### src/hdl/core_pkg.sv
package core_pkg;

    // **************************************************************************
    // Widths and sizes
    // **************************************************************************
    typedef logic [31:0] word_t;
    typedef logic [4:0]  areg_t;
    typedef logic [5:0]  preg_t;

    localparam int NUM_PREGS  = 64;
    localparam int NUM_AREGS  = 32;
    // Tags 32 to 63 start out free
    localparam int FREE_DEPTH = 32;

    localparam areg_t LINK_AREG = 5'd31;

    // **************************************************************************
    // Opcode and function encodings
    // **************************************************************************
    localparam logic [5:0] OP_RTYPE = 6'h00;
    localparam logic [5:0] OP_J     = 6'h02;
    localparam logic [5:0] OP_JAL   = 6'h03;
    localparam logic [5:0] OP_BEQ   = 6'h04;
    localparam logic [5:0] OP_BNE   = 6'h05;
    localparam logic [5:0] OP_ADDIU = 6'h09;
    localparam logic [5:0] OP_ANDI  = 6'h0c;
    localparam logic [5:0] OP_ORI   = 6'h0d;
    localparam logic [5:0] OP_LUI   = 6'h0f;

    localparam logic [5:0] FN_SLL   = 6'h00;
    localparam logic [5:0] FN_SRL   = 6'h02;
    localparam logic [5:0] FN_JR    = 6'h08;
    localparam logic [5:0] FN_ADDU  = 6'h21;
    localparam logic [5:0] FN_SUBU  = 6'h23;
    localparam logic [5:0] FN_AND   = 6'h24;
    localparam logic [5:0] FN_OR    = 6'h25;
    localparam logic [5:0] FN_XOR   = 6'h26;
    localparam logic [5:0] FN_SLT   = 6'h2a;

    typedef enum logic [3:0] {
        ALU_ADD, ALU_SUB, ALU_AND, ALU_OR, ALU_XOR,
        ALU_SLT, ALU_SLL, ALU_SRL, ALU_LUI
    } alu_op_e;

    typedef enum logic [2:0] {
        BR_NONE, BR_EQ, BR_NE, BR_JUMP, BR_JREG
    } branch_e;

endpackage

### src/hdl/rename_table.sv
`timescale 1ns/1ns

module rename_table (
    input  logic            CLK,
    input  logic            RESET,
    input  core_pkg::areg_t map_areg_a,
    input  core_pkg::areg_t map_areg_b,
    output core_pkg::preg_t map_tag_a,
    output core_pkg::preg_t map_tag_b,
    input  logic            alloc,
    output core_pkg::preg_t alloc_tag,
    input  core_pkg::areg_t map_dest,
    output core_pkg::preg_t map_old_tag,
    input  logic            free_valid,
    input  core_pkg::preg_t free_tag
);
    import core_pkg::*;

    preg_t                         map_q  [NUM_AREGS];
    preg_t                         free_q [FREE_DEPTH];
    logic [$clog2(FREE_DEPTH)-1:0] head;
    logic [$clog2(FREE_DEPTH)-1:0] tail;

    // Lookups see the map before this cycle's allocation
    assign map_tag_a   = map_q[map_areg_a];
    assign map_tag_b   = map_q[map_areg_b];
    assign map_old_tag = map_q[map_dest];
    assign alloc_tag   = free_q[head];

    // **************************************************************************
    // Map update and circular free list
    // **************************************************************************
    // Head equal to tail means the list is full
    always_ff @(posedge CLK or negedge RESET) begin
        if (!RESET) begin
            for (int i = 0; i < NUM_AREGS; i++) begin
                map_q[i] <= preg_t'(i);
            end
            for (int i = 0; i < FREE_DEPTH; i++) begin
                free_q[i] <= preg_t'(NUM_AREGS + i);
            end
            head <= '0;
            tail <= '0;
        end else begin
            if (alloc) begin
                map_q[map_dest] <= free_q[head];
                head            <= head + 1'b1;
            end
            if (free_valid) begin
                free_q[tail] <= free_tag;
                tail         <= tail + 1'b1;
            end
        end
    end

endmodule

### config.mk
export PLATFORM = sky130hd
export DESIGN_NAME = rename_table
export DESIGN_NICKNAME = d
export VERILOG_FILES = /design/src/hdl/core_pkg.sv /design/src/hdl/rename_table.sv
export SDC_FILE = /design/constraint.sdc
export NUM_CORES = 1
export LEC_CHECK = 0
export BUFFER_PORTS_ARGS = -buffer_cell sky130_fd_sc_hd__buf_2
export CAP_MARGIN = 20
export CORE_MARGIN = 2
export CORE_UTILIZATION = 64
export CTS_CLUSTER_DIAMETER = 60
export DETAILED_ROUTE_END_ITERATION = 7
export HOLD_SLACK_MARGIN = 0.03
export PLACE_DENSITY_LB_ADDON = 0.25
export SYNTH_ARGS = -nofsm -noshare
export SYNTH_HDL_FRONTEND = slang
export SYNTH_SLANG_ARGS = --single-unit
### constraint.sdc
create_clock -name CLK -period 3.2 [get_ports CLK]
set_clock_uncertainty 0.15 [all_clocks]
set_input_delay 0.16 -clock CLK [delete_from_list [all_inputs] [get_ports CLK]]
set_output_delay 0.16 -clock CLK [all_outputs]
set_load 0.005 [all_outputs]
# ---- Yosys cells after proc, flatten, opt, wreduce, memory -nomap -nowiden
# Index checks and enable logic that the tools add are counted.
dict set report op_classes {
  add_sub_neg 2
  order_cmp 7
  n_mux 18
  n_bitwise 5
  reduce_logical 2
}
# op count
set ops {}
lappend ops {{192-bit bitwise mux} 2}
lappend ops {{6-bit binary-select mux with 5-bit select} 4}
lappend ops {{6-bit demux with 5-bit select} 2}
lappend ops {{6-bit 2-to-1 mux} 10}
lappend ops {{6-bit greater-or-equal comparator (second input constant)} 5}
lappend ops {{5-bit NOT with 6-bit output} 5}
lappend ops {{6-bit by 1-bit < comparator with 1-bit output (second input constant)} 2}
lappend ops {{5-bit by 1-bit adder with 5-bit output (second input constant)} 2}
lappend ops {{1-bit logical AND} 2}
dict set report word_totals {
  reg_bits 394
  input_bits 25
  out_inout_bits 24
  wordCells 100
}

# ---- Depth between registers and ports, before layout
dict set report depth {
  ltp_word 6
  mapped_depth 8
  depth_no_buf 5
}

# ---- Least setup slack after synthesis
# Ideal clock, no wire load.
dict set report synth_path {
  kind {register to output}
  startpoint {reg head[1]}
  endpoint {out alloc_tag[4]}
  arrival_ps 2077
  t_required_ps 2890
  path_slack_ps 813
  path_stages_with_launch 8
  n_path_buf 3
  cell_sequence {dfrtp_1 buf_6 buf_6 mux4_2 mux2_2 a221oi_4 buf_6 nor2_1}
}
dict set report synth_via {
  elab_chain_cells 4
}
# item line_no
set synth_lines {}
lappend synth_lines {{start: declaration} rename_table.sv:21} ;# logic [$clog2(FREE_DEPTH)-1:0] head;
lappend synth_lines {{start signal: assignment} rename_table.sv:47} ;# head <= head + 1'b1;
lappend synth_lines {{5-bit NOT with 6-bit output (implied by the code)} rename_table.sv:28} ;# assign alloc_tag = free_q[head];
lappend synth_lines {{6-bit binary-select mux with 5-bit select} rename_table.sv:28}
lappend synth_lines {{6-bit 2-to-1 mux (implied by the code) (2 in a row)} rename_table.sv:28}
lappend synth_lines {{end: declaration} rename_table.sv:11} ;# output core_pkg::preg_t alloc_tag,
# No other way between the ends. The select of a mux whose other input is x is not followed.

# ---- Worst setup path after layout
dict set report layout_path {
  startpoint {reg head[1]}
  endpoint {out alloc_tag[2]}
}
# Same word-level chain as after synthesis.

==> metrics.txt <==
Min-Delay Path Class in2async; Reg clk slew, reported paths 0.06 ns; Die ar. 35,440 sq um; synth warn 0; CTS tree done; peak fanout along the critical path 17; TritonCTS Buffers 43; area of the multi-input gates 10,890 sq um; Startpoint Class register; Detail Placement HPWL 37,650 microns; via count 14,399; clk sinks 394; First-pass DRT Iterations 5; Core ar. ~33,000 sq um; FF/Latch Area 10,100 sq um; Required @ worst endpoint 2.89 ns; Switching Share 36.53%; switching power 8.552 mW; Power Density slightly below 1000 nW/um^2; WL per Instance 27.62 microns; Max Cap Violations 0; ANT cells 0; #FFs+latches synth 394; commonest non-fill, non-tap cell in the layout nand2_1; # IOs 49; Clock Tree Root clkbuf_16; async set-reset flop share out of synthesis 100.0%; Mapped Cells approximately 1,600; Row Count 67; crit path DAT 2.84 ns; Die Wd approximately 190 microns; IO Port Bufs 48; worst skew pair latency 0.55 ns; setup violators final 0; number of synthesized flops with an enable pin 0; clk buf depth 3; # DRC 0; register share of total power approximately 37%; layout cells sized above 1 between 50% and 60%; commonest non-fill, non-tap cells in the layout nand2_1 (232), mux4_2 (203), dfrtp_1 (200), dfstp_2 (192), mux2_2 (181); Final Slew Violations 0; Final Util 72.35%; RSZ-0062 raised after global routing true; Layout Cells excl Fill 2,054; status completed; Total GRT Usage between 30% and 40%; vias in the first global route about 14,000; fin crit share between 90% and 100%; Tmin final 3.149 ns; Top FF cell, synth dfrtp_1; combinational group share of total power about two fifths; cell area after layout 24,200 sq um; drt total wl 56,730 microns; slew of the pin with the lowest slew margin 0.7965 ns; CP Capture Type primary output; nets 1,602; syn nets 1,595; initial DRC count 1,534; VDD IR max 0.6246 mV; first-pass GRT wire length 87,850 microns; Seq/Total Area, Yosys 46.49%; Achievable Freq 317.5 MHz; Syn-to-layout area delta 11.38%; cell count after placement about 2,000; P_leak approximately 9.7 nW; Clock Power Share roughly a fifth; H-tree depth 2; type of the worst setup path reg2out; final hold slack 0.08277 ns; Starting Density between 60% and 70%; Synth Cell Area 21,730 sq um; Slew headroom 46.90%; synthesized area per cell 13.88 sq um; largest net degree at the start of global routing a little over 90; placed instance area ~23,000 sq um; final hold violation count 0; number of fill cells in the layout about 2,100; Netlist cell types 41; gpl congestion just over 0.9; antenna viol nets, final 0; Via density 7.010; Internal Power 14.86 mW; total gr overflow 0; chip height 188.2 microns; initial antenna violation count 0
-- path summary, 6_finish.rpt --
| check | from | endpoint | slack, ns | cells past startpoint |
|---|---|---|---|---|
| min reg2reg | free_q[150] | free_q[150] | 0.33 | 1 |
| max reg2reg | head[1] | map_q[91] | 0.34 | 7 |
| max | head[1] | alloc_tag[2] | 0.05 | 7 |
| max in group asynchronous | RESET | free_q[3] | 1.77 | 3 |
| min | RESET | map_q[93] | 0.08 | 2 |
| min in group CLK | free_tag[4] | free_q[22] | 0.09 | 2 |
-- logic make-up after synthesis --
kind of cell,count (synthesis),synth area share [%]
flops,394,46.49
fa+ha+maj,5,0.2880
simple gates,304,5.851
mux,449,33.62
compound gates,242,9.917
xor+xnor,7,0.2822
buf+inv,164,3.553
-- area by class of cell --
cell class / count / share of cell area [%]
multi-input combinational: 1007 / 44.99
clock buffer: 67 / 5.398
tap: 448 / 2.316
sequential: 394 / 41.76
clock inverter: 12 / 0.4602
timing repair buffer: 122 / 5.015
inverter: 4 / 0.06205
-- per-layer routing --
layer / vias up / wire length (microns) / GRT usage [%]
li1: 6062 / - / -
met1: 7414 / 21930 / 45.20
met2: 773 / 27200 / 51.69
met3: 150 / 4762 / 5.346
met4: 0 / 2838 / 14.63
met5: - / 0 / 0
-- state kept, by name, summed over array words and instances, names as in the netlist --
name	count
map_q	192
head	5
tail	5
free_q	192
-- critical path, stage by stage, from the launching register on --
cell and delay (ns):
dfrtp_4 0.47, buf_4 0.23, mux4_2 0.51, mux2_2 0.31, a221oi_4 0.33, buf_12 0.22
nor2_1 0.08, buf_2 0.13
-- synthesized netlist by cell type (3+ instances only) --
master / instances / area share [%]
and3b_1: 5 / 0.20
or2_1: 3 / 0.086
xnor2_1: 5 / 0.20
mux2_2: 181 / 9.4
o21ai_0: 3 / 0.069
nand3b_1: 3 / 0.10
o221ai_1: 11 / 0.44
mux4_2: 203 / 21
inv_1: 3 / 0.052
nor2_1: 37 / 0.64
o31ai_1: 163 / 5.6
nand4_1: 10 / 0.29
buf_2: 46 / 1.1
dfstp_2: 192 / 23
buf_1: 37 / 0.64
buf_6: 8 / 0.41
o31ai_2: 29 / 1.7
nand2_1: 232 / 4.0
a221oi_4: 9 / 1.1
ha_1: 5 / 0.29
dfrtp_1: 202 / 23
mux2i_1: 30 / 1.4
mux2_1: 35 / 1.8
nor3b_2: 4 / 0.23
a22oi_1: 24 / 0.83
clkbuf_1: 64 / 1.1
-- timing repair --
action / 4_1_cts / 5_1_grt
hold buffers: 3 / 0
endpoints found under the setup margin: 6 / 4
pin swaps: 6 / 3
cloned: 1 / 3
buffers inserted: 9 / 3
endpoints found under the hold margin: 111 / 0
resized for setup: 4 / 2
-- metrics by stage --
stage | worst slack (ns) | total power [mW] | setup TNS (ns)
finish | 0.05083 | 23.41 | 0
global route | -0.03808 | 24.42 | -0.05706
CTS | 0.02493 | 22.94 | 0
detailed placement | 0.1830 | 17.63 | 0
global placement | 0.2341 | 17.24 | 0
floorplan | 0.8133 | 14.77 | 0
-- power groups by stage --
stage,sequential [mW],clock (mW),combinational [mW]
2_1_floorplan,8.14,0,6.63
3_3_place_gp,8.56,0,8.68
3_5_place_dp,8.73,0,8.90
4_1_cts,8.63,4.98,9.33
5_1_grt,8.91,5.18,10.3
6_report,8.66,4.92,9.83
No activity file was read; power rests on OpenSTA's default activity.
