[src/hdl/core_pkg.sv]
package core_pkg;

    // **************************************************************************
    // Widths and sizes
    // **************************************************************************
    typedef logic [31:0] word_t;
    typedef logic [4:0]  areg_t;
    typedef logic [5:0]  preg_t;

    localparam int NUM_PREGS  = 64;
    localparam int NUM_AREGS  = 32;
    // Tags 32 to 63 start out free
    localparam int FREE_DEPTH = 32;

    localparam areg_t LINK_AREG = 5'd31;

    // **************************************************************************
    // Opcode and function encodings
    // **************************************************************************
    localparam logic [5:0] OP_RTYPE = 6'h00;
    localparam logic [5:0] OP_J     = 6'h02;
    localparam logic [5:0] OP_JAL   = 6'h03;
    localparam logic [5:0] OP_BEQ   = 6'h04;
    localparam logic [5:0] OP_BNE   = 6'h05;
    localparam logic [5:0] OP_ADDIU = 6'h09;
    localparam logic [5:0] OP_ANDI  = 6'h0c;
    localparam logic [5:0] OP_ORI   = 6'h0d;
    localparam logic [5:0] OP_LUI   = 6'h0f;

    localparam logic [5:0] FN_SLL   = 6'h00;
    localparam logic [5:0] FN_SRL   = 6'h02;
    localparam logic [5:0] FN_JR    = 6'h08;
    localparam logic [5:0] FN_ADDU  = 6'h21;
    localparam logic [5:0] FN_SUBU  = 6'h23;
    localparam logic [5:0] FN_AND   = 6'h24;
    localparam logic [5:0] FN_OR    = 6'h25;
    localparam logic [5:0] FN_XOR   = 6'h26;
    localparam logic [5:0] FN_SLT   = 6'h2a;

    typedef enum logic [3:0] {
        ALU_ADD, ALU_SUB, ALU_AND, ALU_OR, ALU_XOR,
        ALU_SLT, ALU_SLL, ALU_SRL, ALU_LUI
    } alu_op_e;

    typedef enum logic [2:0] {
        BR_NONE, BR_EQ, BR_NE, BR_JUMP, BR_JREG
    } branch_e;

endpackage

[src/hdl/phys_reg_file.sv]
`timescale 1ns/1ns

module phys_reg_file (
    input  logic            CLK,
    input  logic            RESET,
    input  core_pkg::preg_t rd_tag_a,
    input  core_pkg::preg_t rd_tag_b,
    output core_pkg::word_t rd_data_a,
    output core_pkg::word_t rd_data_b,
    input  logic            wr_en,
    input  core_pkg::preg_t wr_tag,
    input  core_pkg::word_t wr_data
);
    import core_pkg::*;

    word_t regs_q [NUM_PREGS];

    // Tag 0 reads zero and a same-cycle write passes straight through
    function automatic word_t read_port(input preg_t tag);
        if (tag == '0) begin
            return '0;
        end else if (wr_en && (wr_tag == tag)) begin
            return wr_data;
        end
        return regs_q[tag];
    endfunction

    assign rd_data_a = read_port(rd_tag_a);
    assign rd_data_b = read_port(rd_tag_b);

    always_ff @(posedge CLK or negedge RESET) begin
        if (!RESET) begin
            for (int i = 0; i < NUM_PREGS; i++) begin
                regs_q[i] <= '0;
            end
        end else if (wr_en && (wr_tag != '0)) begin
            regs_q[wr_tag] <= wr_data;
        end
    end

endmodule

[config.mk]
export PLATFORM = sky130hd
export DESIGN_NAME = phys_reg_file
export DESIGN_NICKNAME = d
export VERILOG_FILES = /design/src/hdl/core_pkg.sv /design/src/hdl/phys_reg_file.sv
export SDC_FILE = /design/constraint.sdc
export NUM_CORES = 2
export LEC_CHECK = 0
export BUFFER_PORTS_ARGS = -buffer_cell sky130_fd_sc_hd__buf_2
export CELL_PAD_IN_SITES_DETAIL_PLACEMENT = 1
export CELL_PAD_IN_SITES_GLOBAL_PLACEMENT = 1
export CORE_UTILIZATION = 55
export DETAILED_ROUTE_END_ITERATION = 10
export HOLD_SLACK_MARGIN = 0.08
export PLACE_DENSITY_LB_ADDON = 0.1
export RECOVER_POWER = 100
export SLEW_MARGIN = 20
export SYNTH_ARGS = -nofsm -noshare
export SYNTH_HDL_FRONTEND = slang
export SYNTH_SLANG_ARGS = --single-unit
[constraint.sdc]
create_clock -name CLK -period 4.75 [get_ports CLK]
set_input_delay 0.95 -clock CLK [delete_from_list [all_inputs] [get_ports CLK]]
set_output_delay 0.95 -clock CLK [all_outputs]
set_load 0.05 [all_outputs]
# After elaboration in Yosys (flattened, before gate mapping)
# Cells that the tools add are included.
op_classes:
  n_bitwise: 3
  reduce_logical: 7
  n_mux: 19
  eq_ne: 2
  magnitude_cmp: 4
ops:
  columns: ["operator", "n"]
  rows:
  - ["2048-bit bitwise mux", 1]
  - ["32-bit binary-select mux with 6-bit select", 2]
  - ["32-bit two-way mux", 11]
  - ["32-bit demux with 6-bit select", 1]
  - ["7-bit greater-or-equal comparator (second input constant)", 3]
  - ["6-bit inverter with 7-bit output", 3]
  - ["6-bit equality test", 2]
  - ["6-bit logical NOT", 2]
  - ["7-bit by 1-bit < comparator with 1-bit output (second input constant)", 1]
  - ["6-bit nonzero test", 1]
  - ["1-bit logical AND", 4]
  - ["1-bit two-way mux", 4]
totals:
  elab_cells: 99
  in_bits: 53
  reg_bits: 2048

# Depth between registers and ports, before layout
depth:
  word_depth: 6
  depth_mapped: 13

# Least setup slack after synthesis
# No wires, ideal clock.
synth_timing:
  kind: "input to output"
  from: "in rd_tag_a[1]"
  to: "out rd_data_a[18]"
  stages: 9
  required_ns: 3.800
  path_slack_ns: 0.082
  arrival_time_ns: 3.718
  n_path_buf: 4
  path_cell_list: "buf_2 > buf_2 > buf_2 > buf_1 > mux4_2 > mux2i_1 > a211oi_1 > o32ai_1 > o31ai_1"
synth_between:
  elab_chain_len: 5
  word_cells_on_any_way: 11
  cone_classes: "eq/ne: 1; mux: 7; bitwise: 1; reduce/logical: 2"
synth_lines:
  columns: ["item", "line", "source"]
  rows:
  - ["start, declared", "phys_reg_file.sv:6", "input core_pkg::preg_t rd_tag_a,"]
  - ["6-bit inverter with 7-bit output (not written as such) / 6-bit equality test (equally long branches)", "phys_reg_file.sv:25, phys_reg_file.sv:22", null]
  - ["32-bit binary-select mux with 6-bit select / 1-bit logical AND (equally long branches)", "phys_reg_file.sv:25, phys_reg_file.sv:22", null]
  - ["32-bit two-way mux (not written as such) / 1-bit two-way mux (equally long branches)", "phys_reg_file.sv:25, phys_reg_file.sv:22", null]
  - ["32-bit two-way mux (not written as such) / 1-bit two-way mux (equally long branches)", "phys_reg_file.sv:25, phys_reg_file.sv:20", null]
  - ["32-bit two-way mux *", "phys_reg_file.sv:25", "return regs_q[tag];"]
  - ["end, declared", "phys_reg_file.sv:8", "output core_pkg::word_t rd_data_a,"]
# Every way passes the cells marked *; elsewhere a longest branch is shown, timed or not. The select of a mux whose other input is x is not followed.

# Worst setup path in the final report
layout_timing:
  from: "in wr_tag[5]"
  to: "reg regs_q[341] (netlist name)"
layout_between:
  elab_chain_len: 6
  word_cells_on_any_way: 9
  cone_classes: "order compare: 2; mux: 3; bitwise: 1; reduce/logical: 3"
layout_lines:
  columns: ["item", "line", "source"]
  rows:
  - ["start, declared", "phys_reg_file.sv:11", "input core_pkg::preg_t wr_tag,"]
  - ["6-bit inverter with 7-bit output (not written as such)", "phys_reg_file.sv:37", "regs_q[wr_tag] <= wr_data;"]
  - ["7-bit greater-or-equal comparator (not written as such) / 7-bit by 1-bit < comparator with 1-bit output (equally long branches)", "phys_reg_file.sv:37", null]
  - ["1-bit logical AND (not written as such)", "phys_reg_file.sv:37", null]
  - ["32-bit two-way mux (not written as such)", "phys_reg_file.sv:37", null]
  - ["32-bit demux with 6-bit select", "phys_reg_file.sv:37", null]
  - ["2048-bit bitwise mux", "phys_reg_file.sv:37", null]
  - ["end signal, assigned by index", "phys_reg_file.sv:37", null]
  - ["end, declared", "phys_reg_file.sv:16", "word_t regs_q [NUM_PREGS];"]
# Parallel ways exist; a longest one is shown, timed or not.
# A chain may end at the register's enable or synchronous reset.

==> impl_metrics.toml <==
[floorplan]
dieArea_um2 = 201500
std_cell_rows = 163
start_util_pct = 55.51
core-area_um2 = 197800
die_w_um = 448.9
die_y_um = 448.9
ios = 117

[detailed_routing]
vias_per_cell = 7.233
antenna_left = 0
vias = 71570
drt-total-wl_um = 387900
dr.pass1.iters = 7
drtIter0Drc = 7838
drc = 0
routedWlPerCell_um = 39.20

[clock_tree]
clockBufferDepth = 3
cts_hold_buf = 0
clk_pin_slew_ns = 0.06
h-tree-depth = 4
numCtsBuffers = 221
cts_tree = "yes"
root_buffer = "clkbuf_16"
clock_sinks = 2048
clkLatencyLatePin_ns = 0.88

[synthesis]
ys_seq_area_share_pct = 46.67
syn_area_per_cell_um2 = 15.77
synth_flop_cell = "dfrtp_1"
synth-seq-cells = 2048
yosysTopAreaCell = "dfrtp_1"
yosysMostFrequentCell = "dfrtp_1"
synth_edf_count = 0
synth_area_leaders = "dfrtp_1 47%, mux4_2 23%, mux2_2 21%, mux2i_1 2.3%, clkbuf_1 1.7%"
ys_warn_count = 0
ys_types = 58
synth_common_cells = "2048 x dfrtp_1, 2045 x mux2_2, 1129 x mux4_2"
syn_inst = 6964
synthArstFlopShare_pct = 100.0
syn_nets = 7017
synth_area_um2 = 109800
netlist.area_leader.share_pct = 46.67

[place]
port_buffers = 116
dpl_worst_slack_ns = -0.3277
place_hpwl_um = 234700
place_area_um2 = 117100
gp_congestion = 0.9074

[final_layout]
utilization_pct = 62.61
final.fill_count = 17210
final_area_um2 = 123900
areaGrowthSynthToFinish_pct = 12.78
largest_reg_flops = 2048
drive_gt1_share_pct = 58.10
fin_nets = 7117
reg_top3 = "regs_q x2048"
top_register = "regs_q"

[worst_setup_path]
start_kind = "input pin"
r2r_cells = 1
cp_max_fo = 12
rr_startpoint = "regs_q[1281]$_DFFE_PN0P_"
r2r_setup_slack_ns = 3.84
path_class = "input pin to flop"
r2r-end = "regs_q[1281]$_DFFE_PN0P_"
cp.arrival_ns = 5.55
endpoint_kind = "flop"
crit_required_ns = 5.51

[hold_path]
hold-path-cell-count = 0
min-delay-start = "regs_q[2044]$_DFFE_PN0P_"
hold_path.class = "flop to flop"
min_to = "regs_q[2044]$_DFFE_PN0P_"

[timing]
fin_crit_ns = 4.787
setup_viol_count_final = 13
max-slew-margin-rel_pct = -202.8
finalCritPeriodShare_pct = 100.8
fin_tns_setup_ns = -0.2319
tightest_slew_ns = 4.542
hold_slack_ns = 0.3992
final.setup_skew_ns = 0
finalMaxSlewViolations = 1747
final.setup.worst_slack_ns = -0.03741
grt_setup_unrepaired = "true"
fmax_mhz = 208.9
hold_viol_final = 0

[pwr]
power.switching_uw = 13380
clkPwrFrac_pct = 36.5
power.leakage_uw = 0.05541
ir_drop_mv = 0.3677
internal-power_uw = 35200
p_sw_share_pct = 27.54
combPwrFrac_pct = 19.0
seq_power_share_pct = 44.4
power_density_nw_per_um2 = 392.2

[job]
drv_cap = 62

[grt]
grt.overflow.total = 0
antenna_found_initial = 23
grt_first_pass_wirelength_um = 568800
grtUsageTotal_pct = 39.11
grt_pass1_vias = 76800
grt_max_degree = 104

[status]
status = "complete, but fails checks"
violations = "capacitance limit, slew limit, setup timing"
==> power by group through the flow <==
stage | sequential (uW) | clock (uW) | combinational, uW
3_3_place_gp | 21500 | 0 | 8780
4_1_cts | 21500 | 17900 | 9180
2_1_floorplan | 21000 | 0 | 6330
5_1_grt | 21800 | 18600 | 9710
6_report | 21600 | 17800 | 9250
3_5_place_dp | 21700 | 0 | 9070
==> layout make-up <==
| class | instances | area (um^2) | share of cell area, % |
|---|---|---|---|
| Tap cell | 2640 | 3303 | 2.667 |
| Clock inverter | 54 | 586.8 | 0.4738 |
| Sequential cell | 2048 | 51250 | 41.38 |
| Multi-Input combinational cell | 4107 | 55440 | 44.76 |
| Antenna cell | 13 | 32.53 | 0.02626 |
| Timing Repair Buffer | 678 | 6365 | 5.139 |
| Inverter | 8 | 31.28 | 0.02525 |
| Clock buffer | 348 | 6850 | 5.531 |
==> critical path, cell delays in order <==
cell	delay (ns)
clkbuf_1	0.52
clkbuf_1	0.58
nand3_1	0.15
clkbuf_1	0.37
nor2_1	1.38
dlymetal6s4s_1	1.12
mux2_2	0.44
==> routing by layer <==
layer  global-route usage (%)  routed length (um)
met5                        0                  56
met4                    19.36               22930
met3                    8.528               33880
met2                    59.54              179700
met1                    53.67              151300
==> worst max path at each step <==
stage / from / endpoint / cells after the start
after floorplan: rd_tag_a[1] / rd_data_a[18] / 9
after global placement: rd_tag_b[0] / rd_data_b[2] / 9
after detailed placement: rd_tag_b[0] / rd_data_b[2] / 9
after CTS: rd_tag_b[0] / rd_data_b[24] / 9
after global routing: rd_tag_a[0] / rd_data_a[7] / 8
final: wr_tag[5] / regs_q[341]$_DFFE_PN0P_ / 7
==> cells in the final DEF (no fill, tap or decap), types with 8 or more instances in the layout <==
master / n
buf_16: 14
mux2_1: 19
nor3_1: 16
buf_6: 15
a211o_1: 21
buf_12: 111
clkbuf_1: 105
clkbuf_16: 233
mux2i_1: 246
dfrtp_1: 2048
o22ai_1: 31
clkbuf_8: 64
bufinv_16: 11
a21oi_1: 33
nand3_1: 31
a22oi_1: 42
and3_1: 20
a2111o_1: 17
mux4_2: 1129
clkinv_2: 36
nand2_1: 79
buf_2: 85
nand2_2: 8
diode_2: 13
nor2b_1: 42
and2_1: 8
nor2_1: 89
xnor2_1: 9
nand2b_1: 10
mux2_2: 2026
a31oi_1: 8
o21ai_0: 41
a211oi_1: 33
nor2_4: 32
clkbuf_2: 78
buf_4: 306
a22o_1: 21
==> cells by family after synthesis <==
family / Yosys count / share of synthesized area [%]
muxes: 3425 / 46.41
DFF: 2048 / 46.67
buffers and inverters: 809 / 3.250
and+or+nand+nor: 378 / 1.649
AOI/OAI and AO/OA: 292 / 1.930
xor gates and xnor gates: 12 / 0.09571
==> metrics by stage <==
stage | total power [uW] | std cells
detailed placement | 30810 | 9469
floorplan | 27380 | 6964
finish | 48580 | 9896
global placement | 30250 | 9469
global route | 50130 | 9889
CTS | 48610 | 9873
==> what timing repair did <==
action / CTS / global route
gates cloned: 2 / 2
resized for setup: 19 / 38
setup buffers: 0 / 9
endpoints found under the setup margin: 17 / 22
Note: power is estimated with default switching activity, not from simulation.
