$ cat config.mk
export PLATFORM = sky130hd
export DESIGN_NAME = result_writeback_flat
export DESIGN_NICKNAME = d
export VERILOG_FILES = /design/src/hdl/core_pkg.sv /design/src/hdl/pipe_if.sv /design/src/hdl/result_writeback.sv /design/src/flat_wrapper.sv
export SDC_FILE = /design/constraint.sdc
export NUM_CORES = 1
export LEC_CHECK = 0
export BUFFER_PORTS_ARGS = -buffer_cell sky130_fd_sc_hd__buf_4
export CORE_MARGIN = 2
export CORE_UTILIZATION = 25
export CTS_CLUSTER_SIZE = 28
export DETAILED_ROUTE_END_ITERATION = 10
export PLACE_DENSITY_LB_ADDON = 0.1
export REMOVE_ABC_BUFFERS = 1
export SLEW_MARGIN = 30
export SYNTH_ARGS = -nofsm -noshare
export SYNTH_HDL_FRONTEND = slang
export SYNTH_SLANG_ARGS = --single-unit
$ cat constraint.sdc
create_clock -name CLK -period 0.8 [get_ports CLK]
set_clock_uncertainty 0.05 [all_clocks]
set_input_delay 0.16 -clock CLK [delete_from_list [all_inputs] [get_ports CLK]]
set_output_delay 0.16 -clock CLK [all_outputs]
set_load 0.02 [all_outputs]
$ cat src/hdl/core_pkg.sv
package core_pkg;

    // **************************************************************************
    // Widths and sizes
    // **************************************************************************
    typedef logic [31:0] word_t;
    typedef logic [4:0]  areg_t;
    typedef logic [5:0]  preg_t;

    localparam int NUM_PREGS  = 64;
    localparam int NUM_AREGS  = 32;
    // Tags 32 to 63 start out free
    localparam int FREE_DEPTH = 32;

    localparam areg_t LINK_AREG = 5'd31;

    // **************************************************************************
    // Opcode and function encodings
    // **************************************************************************
    localparam logic [5:0] OP_RTYPE = 6'h00;
    localparam logic [5:0] OP_J     = 6'h02;
    localparam logic [5:0] OP_JAL   = 6'h03;
    localparam logic [5:0] OP_BEQ   = 6'h04;
    localparam logic [5:0] OP_BNE   = 6'h05;
    localparam logic [5:0] OP_ADDIU = 6'h09;
    localparam logic [5:0] OP_ANDI  = 6'h0c;
    localparam logic [5:0] OP_ORI   = 6'h0d;
    localparam logic [5:0] OP_LUI   = 6'h0f;

    localparam logic [5:0] FN_SLL   = 6'h00;
    localparam logic [5:0] FN_SRL   = 6'h02;
    localparam logic [5:0] FN_JR    = 6'h08;
    localparam logic [5:0] FN_ADDU  = 6'h21;
    localparam logic [5:0] FN_SUBU  = 6'h23;
    localparam logic [5:0] FN_AND   = 6'h24;
    localparam logic [5:0] FN_OR    = 6'h25;
    localparam logic [5:0] FN_XOR   = 6'h26;
    localparam logic [5:0] FN_SLT   = 6'h2a;

    typedef enum logic [3:0] {
        ALU_ADD, ALU_SUB, ALU_AND, ALU_OR, ALU_XOR,
        ALU_SLT, ALU_SLL, ALU_SRL, ALU_LUI
    } alu_op_e;

    typedef enum logic [2:0] {
        BR_NONE, BR_EQ, BR_NE, BR_JUMP, BR_JREG
    } branch_e;

endpackage

$ cat src/hdl/pipe_if.sv


// Executed instruction, execute to result
interface exec_bus_if;
    import core_pkg::*;

    logic  valid;
    word_t pc;
    word_t data;
    areg_t dest_areg;
    preg_t dest_tag;
    preg_t old_tag;
    logic  reg_write;
    logic  illegal;
    word_t alt_pc;
    logic  take_branch;

    modport producer (output valid, pc, data, dest_areg, dest_tag, old_tag, reg_write,
                      illegal, alt_pc, take_branch);
    modport consumer (input valid, pc, data, dest_areg, dest_tag, old_tag, reg_write,
                      illegal, alt_pc, take_branch);
endinterface

$ cat src/hdl/result_writeback.sv
`timescale 1ns/1ns

module result_writeback (
    input  logic            CLK,
    input  logic            RESET,
    exec_bus_if.consumer    exe,
    output logic            wr_en,
    output core_pkg::preg_t wr_tag,
    output core_pkg::word_t wr_data,
    output logic            free_valid,
    output core_pkg::preg_t free_tag,
    output logic            result_valid,
    output core_pkg::word_t result_pc,
    output core_pkg::areg_t result_reg,
    output core_pkg::word_t result_data,
    output core_pkg::word_t alt_pc,
    output logic            request_alt_pc,
    output logic            illegal_instr
);
    import core_pkg::*;

    preg_t old_tag_q;

    // Strobes last one cycle per retired instruction
    always_ff @(posedge CLK or negedge RESET) begin
        if (!RESET) begin
            result_valid   <= 1'b0;
            request_alt_pc <= 1'b0;
            illegal_instr  <= 1'b0;
            wr_en          <= 1'b0;
        end else begin
            result_valid   <= exe.valid;
            request_alt_pc <= exe.valid && exe.take_branch;
            illegal_instr  <= exe.valid && exe.illegal;
            wr_en          <= exe.valid && exe.reg_write;
        end
    end

    always_ff @(posedge CLK) begin
        result_pc   <= exe.pc;
        result_reg  <= exe.dest_areg;
        result_data <= exe.data;
        alt_pc      <= exe.alt_pc;
        wr_tag      <= exe.dest_tag;
        old_tag_q   <= exe.old_tag;
    end

    // File write and tag return both land on the next edge
    assign wr_data    = result_data;
    assign free_valid = wr_en;
    assign free_tag   = old_tag_q;

endmodule

$ cat src/flat_wrapper.sv
// flat-port wrapper written by rule: the top's interface ports become plain ports
module result_writeback_flat import core_pkg::*;
  (CLK, RESET, wr_en, wr_tag, wr_data, free_valid, free_tag, result_valid, result_pc, result_reg, result_data, alt_pc, request_alt_pc, illegal_instr, exe_valid, exe_pc, exe_data, exe_dest_areg, exe_dest_tag, exe_old_tag, exe_reg_write, exe_illegal, exe_alt_pc, exe_take_branch);
  exec_bus_if exe_i ();
  input  logic CLK;
  input  logic RESET;
  output logic wr_en;
  output core_pkg::preg_t wr_tag;
  output core_pkg::word_t wr_data;
  output logic free_valid;
  output core_pkg::preg_t free_tag;
  output logic result_valid;
  output core_pkg::word_t result_pc;
  output core_pkg::areg_t result_reg;
  output core_pkg::word_t result_data;
  output core_pkg::word_t alt_pc;
  output logic request_alt_pc;
  output logic illegal_instr;
  input wire logic [$bits(exe_i.valid)-1:0] exe_valid;
  input wire logic [$bits(exe_i.pc)-1:0] exe_pc;
  input wire logic [$bits(exe_i.data)-1:0] exe_data;
  input wire logic [$bits(exe_i.dest_areg)-1:0] exe_dest_areg;
  input wire logic [$bits(exe_i.dest_tag)-1:0] exe_dest_tag;
  input wire logic [$bits(exe_i.old_tag)-1:0] exe_old_tag;
  input wire logic [$bits(exe_i.reg_write)-1:0] exe_reg_write;
  input wire logic [$bits(exe_i.illegal)-1:0] exe_illegal;
  input wire logic [$bits(exe_i.alt_pc)-1:0] exe_alt_pc;
  input wire logic [$bits(exe_i.take_branch)-1:0] exe_take_branch;
  assign exe_i.valid = exe_valid;
  assign exe_i.pc = exe_pc;
  assign exe_i.data = exe_data;
  assign exe_i.dest_areg = exe_dest_areg;
  assign exe_i.dest_tag = exe_dest_tag;
  assign exe_i.old_tag = exe_old_tag;
  assign exe_i.reg_write = exe_reg_write;
  assign exe_i.illegal = exe_illegal;
  assign exe_i.alt_pc = exe_alt_pc;
  assign exe_i.take_branch = exe_take_branch;
  result_writeback u_core (.CLK(CLK), .RESET(RESET), .exe(exe_i), .wr_en(wr_en), .wr_tag(wr_tag), .wr_data(wr_data), .free_valid(free_valid), .free_tag(free_tag), .result_valid(result_valid), .result_pc(result_pc), .result_reg(result_reg), .result_data(result_data), .alt_pc(alt_pc), .request_alt_pc(request_alt_pc), .illegal_instr(illegal_instr));
endmodule
==> qor.yml, run 1 <==
status: "did not finish"
haltStage: "4_1_cts"
tool.error: "[ERROR RSZ-0060] Max buffer count reached."
routabilityCongestion: 0.7095
die_h_um: 106.5
cts-resized-gates: 261
ys_warn_count: 0
cts_root_buf: "clkbuf_8"
dp_hpwl_um: 5800
cts_buffers: 17
portBuffers: 268
num_io_pins: 269
syn-mean-instance-area_um2: 17.18
ys_ff_latch: 117
initial_utilization_pct: 25.58
synth_cell_types: 4
netlist_area_um2: 2629
rows: 37
placement.setup.worst_slack_ps: 80.02
cts-htree-levels: 4
clock-sinks: 117
hold_buffers: 111
syn_inst: 153
fp.dieW_um: 106.5
cts_setup_buffers: 0
placed_cell_area_um2: 4563
ys_seq_area_share_pct: 89.86
clockBufferDepth: 2
-- synth_stat cells, drive strengths merged --
master / n / area (um2)
buf: 33 / 247.7
and2: 3 / 18.77
dfxtp: 113 / 2262
dfrtp: 4 / 100.1
-- cell families after synthesis --
logic type,share of synthesized area (%)
buf+inv,9.424
simple gates,0.7140
flops,89.86
-- per-stage QoR --
| stage | cells | hold WS (ps) |
|---|---|---|
| global placement | 524 | -91.45 |
| detailed placement | 524 | -91.20 |
| floorplan | 120 | -185.6 |
==> inputs of run 2 (changes only) <==
Settings changed: CORE_UTILIZATION 25 to 20, CTS_CLUSTER_SIZE 28 to unset, PLACE_DENSITY_LB_ADDON 0.1 to 0.15.
==> run 2 against run 1 <==
- synthesized cell count stayed put
- synthesized area stayed put
- the flow now finishes, with violations (negative setup slack)
==> qor.yml, run 2 <==
synth_cell_types: 4
ir_drop_mv: 1.331
syn-mean-instance-area_um2: 17.18
cp.arrival_ps: 950
synth_top_area_share_pct: 86.05
grt_pass1_vias: 2839
period_share_pct: 145.6
critPathBufInv: 1
ant_nets: 0
drt_iter0_drc: 58
num_io_pins: 269
rows: 41
synth-edff-count: 0
yosysMostFrequentCell: "dfxtp_1"
synth_top_flop_cell: "dfxtp_1"
reg.largest.list: "u_core.alt_pc (32), u_core.result_data (32), u_core.result_pc (32)"
cp.depth: 1
fin_nets: 644
die_h_um: 118.6
ys_warn_count: 0
clk_pin_slew_worst_paths_ps: 50
status: "finished, violations left"
cts_tree: "yes"
routabilityCongestion: 0.7367
cts_root_buf: "clkbuf_16"
cap_violations: 0
mostFrequentLayoutCells: "150 x buf_6, 118 x dlygate4sd3_1, 118 x buf_4"
dieArea_um2: 14080
max_clock_freq_mhz: 858.7
endpoint_kind: "output pin"
rsz0062_at_grt: "yes"
fin_ws_ps: -364.6
crit_family: "flip-flops"
tns_ps: -38880
required_ps: 590
routedWlPerCell_um: 15.53
drtPass1Iterations: 2
vias: 2490
crit_path_start_kind: "flop"
grt.total_usage_pct: 15.81
synth_area_leaders: "dfxtp_1 86%, buf_4 9.4%, dfrtp_1 3.8%"
slowest_delay_ps: 410
drive_gt1_share_pct: 76.54
drt_wl_total_um: 11010
worstPathMaxFanout: 2
viasPerCell: 3.512
hp-class: "in2async"
dpl.cell_count: 560
syn_inst: 153
clock-sinks: 117
path_cells: "buf_6"
grt_start_max_net_pins: 17
setup_viol: 150
cts_setup_buffers: 0
stdcell_count: 709
max_slew_margin_pct: 88.20
antennaDiodeCount: 0
fp.dieW_um: 118.6
async_flop_share_pct: 3.419
netlist_area_um2: 2629
cts-htree-levels: 4
power.density_nw_per_um2: 2273
synth_common_cells: "113 x dfxtp_1, 33 x buf_4, 4 x dfrtp_1"
grt_overflow: 0
grt_pass1_wl_um: 16420
layout_commonest_cell: "buf_6"
design.core.area_um2: 12720
clockBufferDepth: 2
hold_viol_final: 0
slowest_stage: "dfrtp_1"
synth_top_area_cell: "dfxtp_1"
ys_ff_latch: 117
syn2layout_area_growth_pct: 169.4
antenna_found_initial: 0
violations: "negative setup slack"
drc_errors: 0
crit_type: "reg2out"
initial_utilization_pct: 20.66
fin_crit_ps: 1165
ys_seq_area_share_pct: 89.86
portBuffers: 268
p_leak_nw: 3.261
worstMarginPinSlew_ps: 177.1
dp_hpwl_um: 6822
slew_viol_final: 0
cts_buffers: 17
## run 2: kinds of logic (layout without fill, tap and decap cells)
group	after synthesis	after routing	synth area share (%)
buffers and inverters	33	417	9.424
AND/OR/NAND/NOR	3	3	0.7140
flip-flops	117	117	89.86
## run 2: layout make-up
cell class / instances / area [um2]
Fill cell: 997 / 5640
Sequential cell: 117 / 2509
Tap cell: 172 / 215.2
Timing Repair Buffer: 386 / 3756
Multi-Input combinational cell: 3 / 18.77
Clock inverter: 12 / 128.9
Clock buffer: 19 / 454.2
## run 2: worst max path at each step
stage,end,from,slack [ps]
CTS,free_valid,u_core.free_valid,-390
floorplan,free_valid,u_core.free_valid,60
global route,free_valid,u_core.free_valid,-410
global placement,result_data[28],u_core.result_data[28],60
finish,free_valid,u_core.free_valid,-360
detailed placement,result_data[28],u_core.result_data[28],50
## run 2: metrics by stage
step,instance area (um2),util [%],setup WS [ps],hold WS (ps),total power [mW]
6_report,7082,55.66,-364.6,64.89,16.10
5_1_grt,7082,55.66,-408.4,56.56,16.69
4_1_cts,7071,55.58,-387.7,9.265,16.28
3_5_place_dp,4608,36.22,54.04,-92.45,7.997
3_3_place_gp,4608,36.22,63.29,-94.74,7.995
2_1_floorplan,2381,-,63.33,-185.6,6.897
## run 2: report_power, final
group	internal (mW)	switching, mW
clock network	4.74	2.59
logic	1.46	0.906
registers	6.21	0.191
total	12.4	3.69
## run 2: repair_timing
item                       CTS  global route
setup endpoints to repair  150           150
hold endpoints to repair   121             0
gates resized for setup    261             4
hold buffers               118             0
## run 2: routing by layer
layer	GRT usage, %	wire length (um)	vias to the layer above
li1	-	-	1186
met1	14.39	3697	1143
met4	6.622	216	0
met3	7.384	967	14
met2	29.78	6129	147
met5	0	0	-
Power figures use the tool's default switching activity.
==> inputs of run 3 (changes only) <==
--- a/config.mk
+++ b/config.mk
@@ -6,4 +6,5 @@
 export NUM_CORES = 1
 export LEC_CHECK = 0
+export ABC_AREA = 1
 export BUFFER_PORTS_ARGS = -buffer_cell sky130_fd_sc_hd__buf_4
 export CORE_MARGIN = 2
==> constraint.sdc (replaced) <==
create_clock -name CLK -period 0.8 [get_ports CLK]
set_clock_uncertainty 0.05 [all_clocks]
set_input_delay 0.08 -clock CLK [delete_from_list [all_inputs] [get_ports CLK]]
set_output_delay 0.08 -clock CLK [all_outputs]
set_load 0.02 [all_outputs]
==> run 3 against run 2 <==
- the run still ends with negative setup slack left
- setup slack improved by 93 ps
- count of clock-buffer cells in the layout increased by 5
- routed wire length decreased by 9.0%
- sequential share of layout area decreased by 0.19 points
- power increased by 1.0%
- fmax increased by 8.6%
- critical path depth unchanged
- die area increased by 0.14%
- worst hold slack improved by 200 ps
- sequential power about the same
==> qor.yml, run 3 <==
fin_ws_ps: -271.9
fin_nets: 648
antennaDiodeCount: 0
grt_pass1_wl_um: 15460
worstMarginPinSlew_ps: 181.1
violations: "negative setup slack"
setup_viol: 150
clk_pin_slew_worst_paths_ps: 50
num_io_pins: 269
clockBufferDepth: 2
syn2layout_area_growth_pct: 169.9
netlist_area_um2: 2633
min_from: "exe_data[19]"
dpl.cell_count: 563
status: "finished, violations left"
max_clock_freq_mhz: 932.9
stdcell_count: 714
critPathBufInv: 1
period_share_pct: 134.0
initial_utilization_pct: 20.69
hp-class: "in2reg"
endpoint_kind: "output pin"
crit_family: "flip-flops"
grt.total_usage_pct: 14.69
slew_viol_final: 0
synth_top_area_cell: "dfxtp_1"
crit_path_start_kind: "flop"
synthMuxAreaShare_pct: 0
synth_area_leaders: "dfxtp_1 86%, buf_4 9.4%, dfrtp_1 3.8%"
layout_commonest_cell: "buf_6"
worstPathMaxFanout: 2
ir_drop_mv: 1.187
routedWlPerCell_um: 14.04
clock-sinks: 117
p_leak_nw: 3.302
synth_top_area_share_pct: 85.93
cts_buffers: 17
rows: 41
ys_warn_count: 0
cp-startpoint: "u_core.free_valid"
grt_start_max_net_pins: 17
synth_cell_types: 5
rsz0062_at_grt: "yes"
reg.largest.list: "u_core.alt_pc (32), u_core.result_data (32), u_core.result_pc (32)"
dieArea_um2: 14100
ys_ff_latch: 117
portBuffers: 268
syn-mean-instance-area_um2: 16.88
slowest_stage: "dfrtp_1"
yosysMostFrequentCell: "dfxtp_1"
synth_fa_ha_area_share_pct: 0
cts_tree: "yes"
drc_errors: 0
drtPass1Iterations: 3
hold_viol_final: 0
fill_cells: 1017
ant_nets: 0
slowest_delay_ps: 400
path_cells: "buf_6"
drt_iter0_drc: 47
cap_violations: 0
async_flop_share_pct: 3.419
tns_ps: -27330
dp_hpwl_um: 5968
synth_xor_area_share_pct: 0
ys_seq_area_share_pct: 89.73
vias: 2521
routabilityCongestion: 0.6608
power.density_nw_per_um2: 2289
cts-htree-levels: 4
antenna_found_initial: 0
synth_compound_area_share_pct: 0
synth_simple_gate_area_share_pct: 0.4278
synth_top_flop_cell: "dfxtp_1"
max_slew_margin_pct: 87.93
synth-edff-count: 0
die_h_um: 118.7
mostFrequentLayoutCells: "150 x buf_6, 119 x dlygate4sd3_1, 118 x buf_4"
fp.dieW_um: 118.7
grt_pass1_vias: 2939
syn_inst: 156
viasPerCell: 3.531
drive_gt1_share_pct: 75.83
cts_root_buf: "clkbuf_16"
drt_wl_total_um: 10020
design.core.area_um2: 12720
crit_type: "reg2out"
fin_crit_ps: 1072
grt_overflow: 0
synth_common_cells: "113 x dfxtp_1, 33 x buf_4, 4 x dfrtp_1"
synth_top_family_by_area: "buffers and inverters"
required_ps: 670
cp.arrival_ps: 940
-- run 3: cell count changes in the layout (fill, tap and decap cells not counted), sizes merged --
cell         delta
clkbuf          +5
dlygate4sd3     +1
clkinvlp        -2
inv             +2
nand2           +3
clkinv          -1
and2            -3
-- run 3: power breakdown --
part           leakage [nW]  internal [mW]  switching [mW]
Sequential             1.00           6.22           0.190
Clock                 0.296           4.98            2.55
Combinational          2.00           1.46           0.875
Total                  3.30           12.7            3.61
-- run 3: cells by family (layout without fill, tap and decap cells) --
logic type	Yosys count	count (layout)
and+or+nand+nor	3	3
DFF	117	117
buffers and inverters	36	422
-- run 3: metal layers --
metal | vias up | global-route usage, % | share of wire [%]
met5 | - | 0 | 0
met4 | 0 | 6.845 | 1.3
met3 | 12 | 8.398 | 12
met2 | 172 | 26.22 | 53
met1 | 1144 | 13.35 | 34
li1 | 1193 | - | -
-- run 3: area by class of cell --
class	instances	area (um2)	area share, %
Clock buffer	24	501.7	7.061
Sequential cell	117	2504	35.24
Multi-Input combinational cell	3	11.26	0.1585
Inverter	3	11.26	0.1585
Timing Repair Buffer	387	3766	53.00
Tap cell	172	215.2	3.029
Clock inverter	8	96.34	1.356
-- run 3: final timing paths --
check | cells past startpoint | to
max in group asynchronous | 3 | u_core.request_alt_pc
min in group asynchronous | 3 | u_core.result_valid
hold / removal | 2 | u_core.result_data[19]
setup / recovery | 1 | free_valid
-- run 3: repair_timing --
item | CTS | global route
hold buffers | 119 | 1
endpoints found under the setup margin | 150 | 154
setup buffers | 0 | 0
hold endpoints to repair | 121 | 4
resized for setup | 261 | 2
-- run 3: through the flow --
| step | area (um2) | setup WS, ps | util [%] | power, mW | hold slack, ps |
|---|---|---|---|---|---|
| floorplan | 2385 | 143.3 | - | 6.897 | -265.6 |
| global placement | 4612 | 153.8 | 36.25 | 7.976 | -170.8 |
| detailed placement | 4612 | 158.7 | 36.25 | 7.984 | -170.3 |
| CTS | 7098 | -302.6 | 55.79 | 16.46 | 234.4 |
| global route | 7106 | -317.5 | 55.85 | 16.93 | 239.9 |
| finish | 7106 | -271.9 | 55.85 | 16.27 | 263.2 |
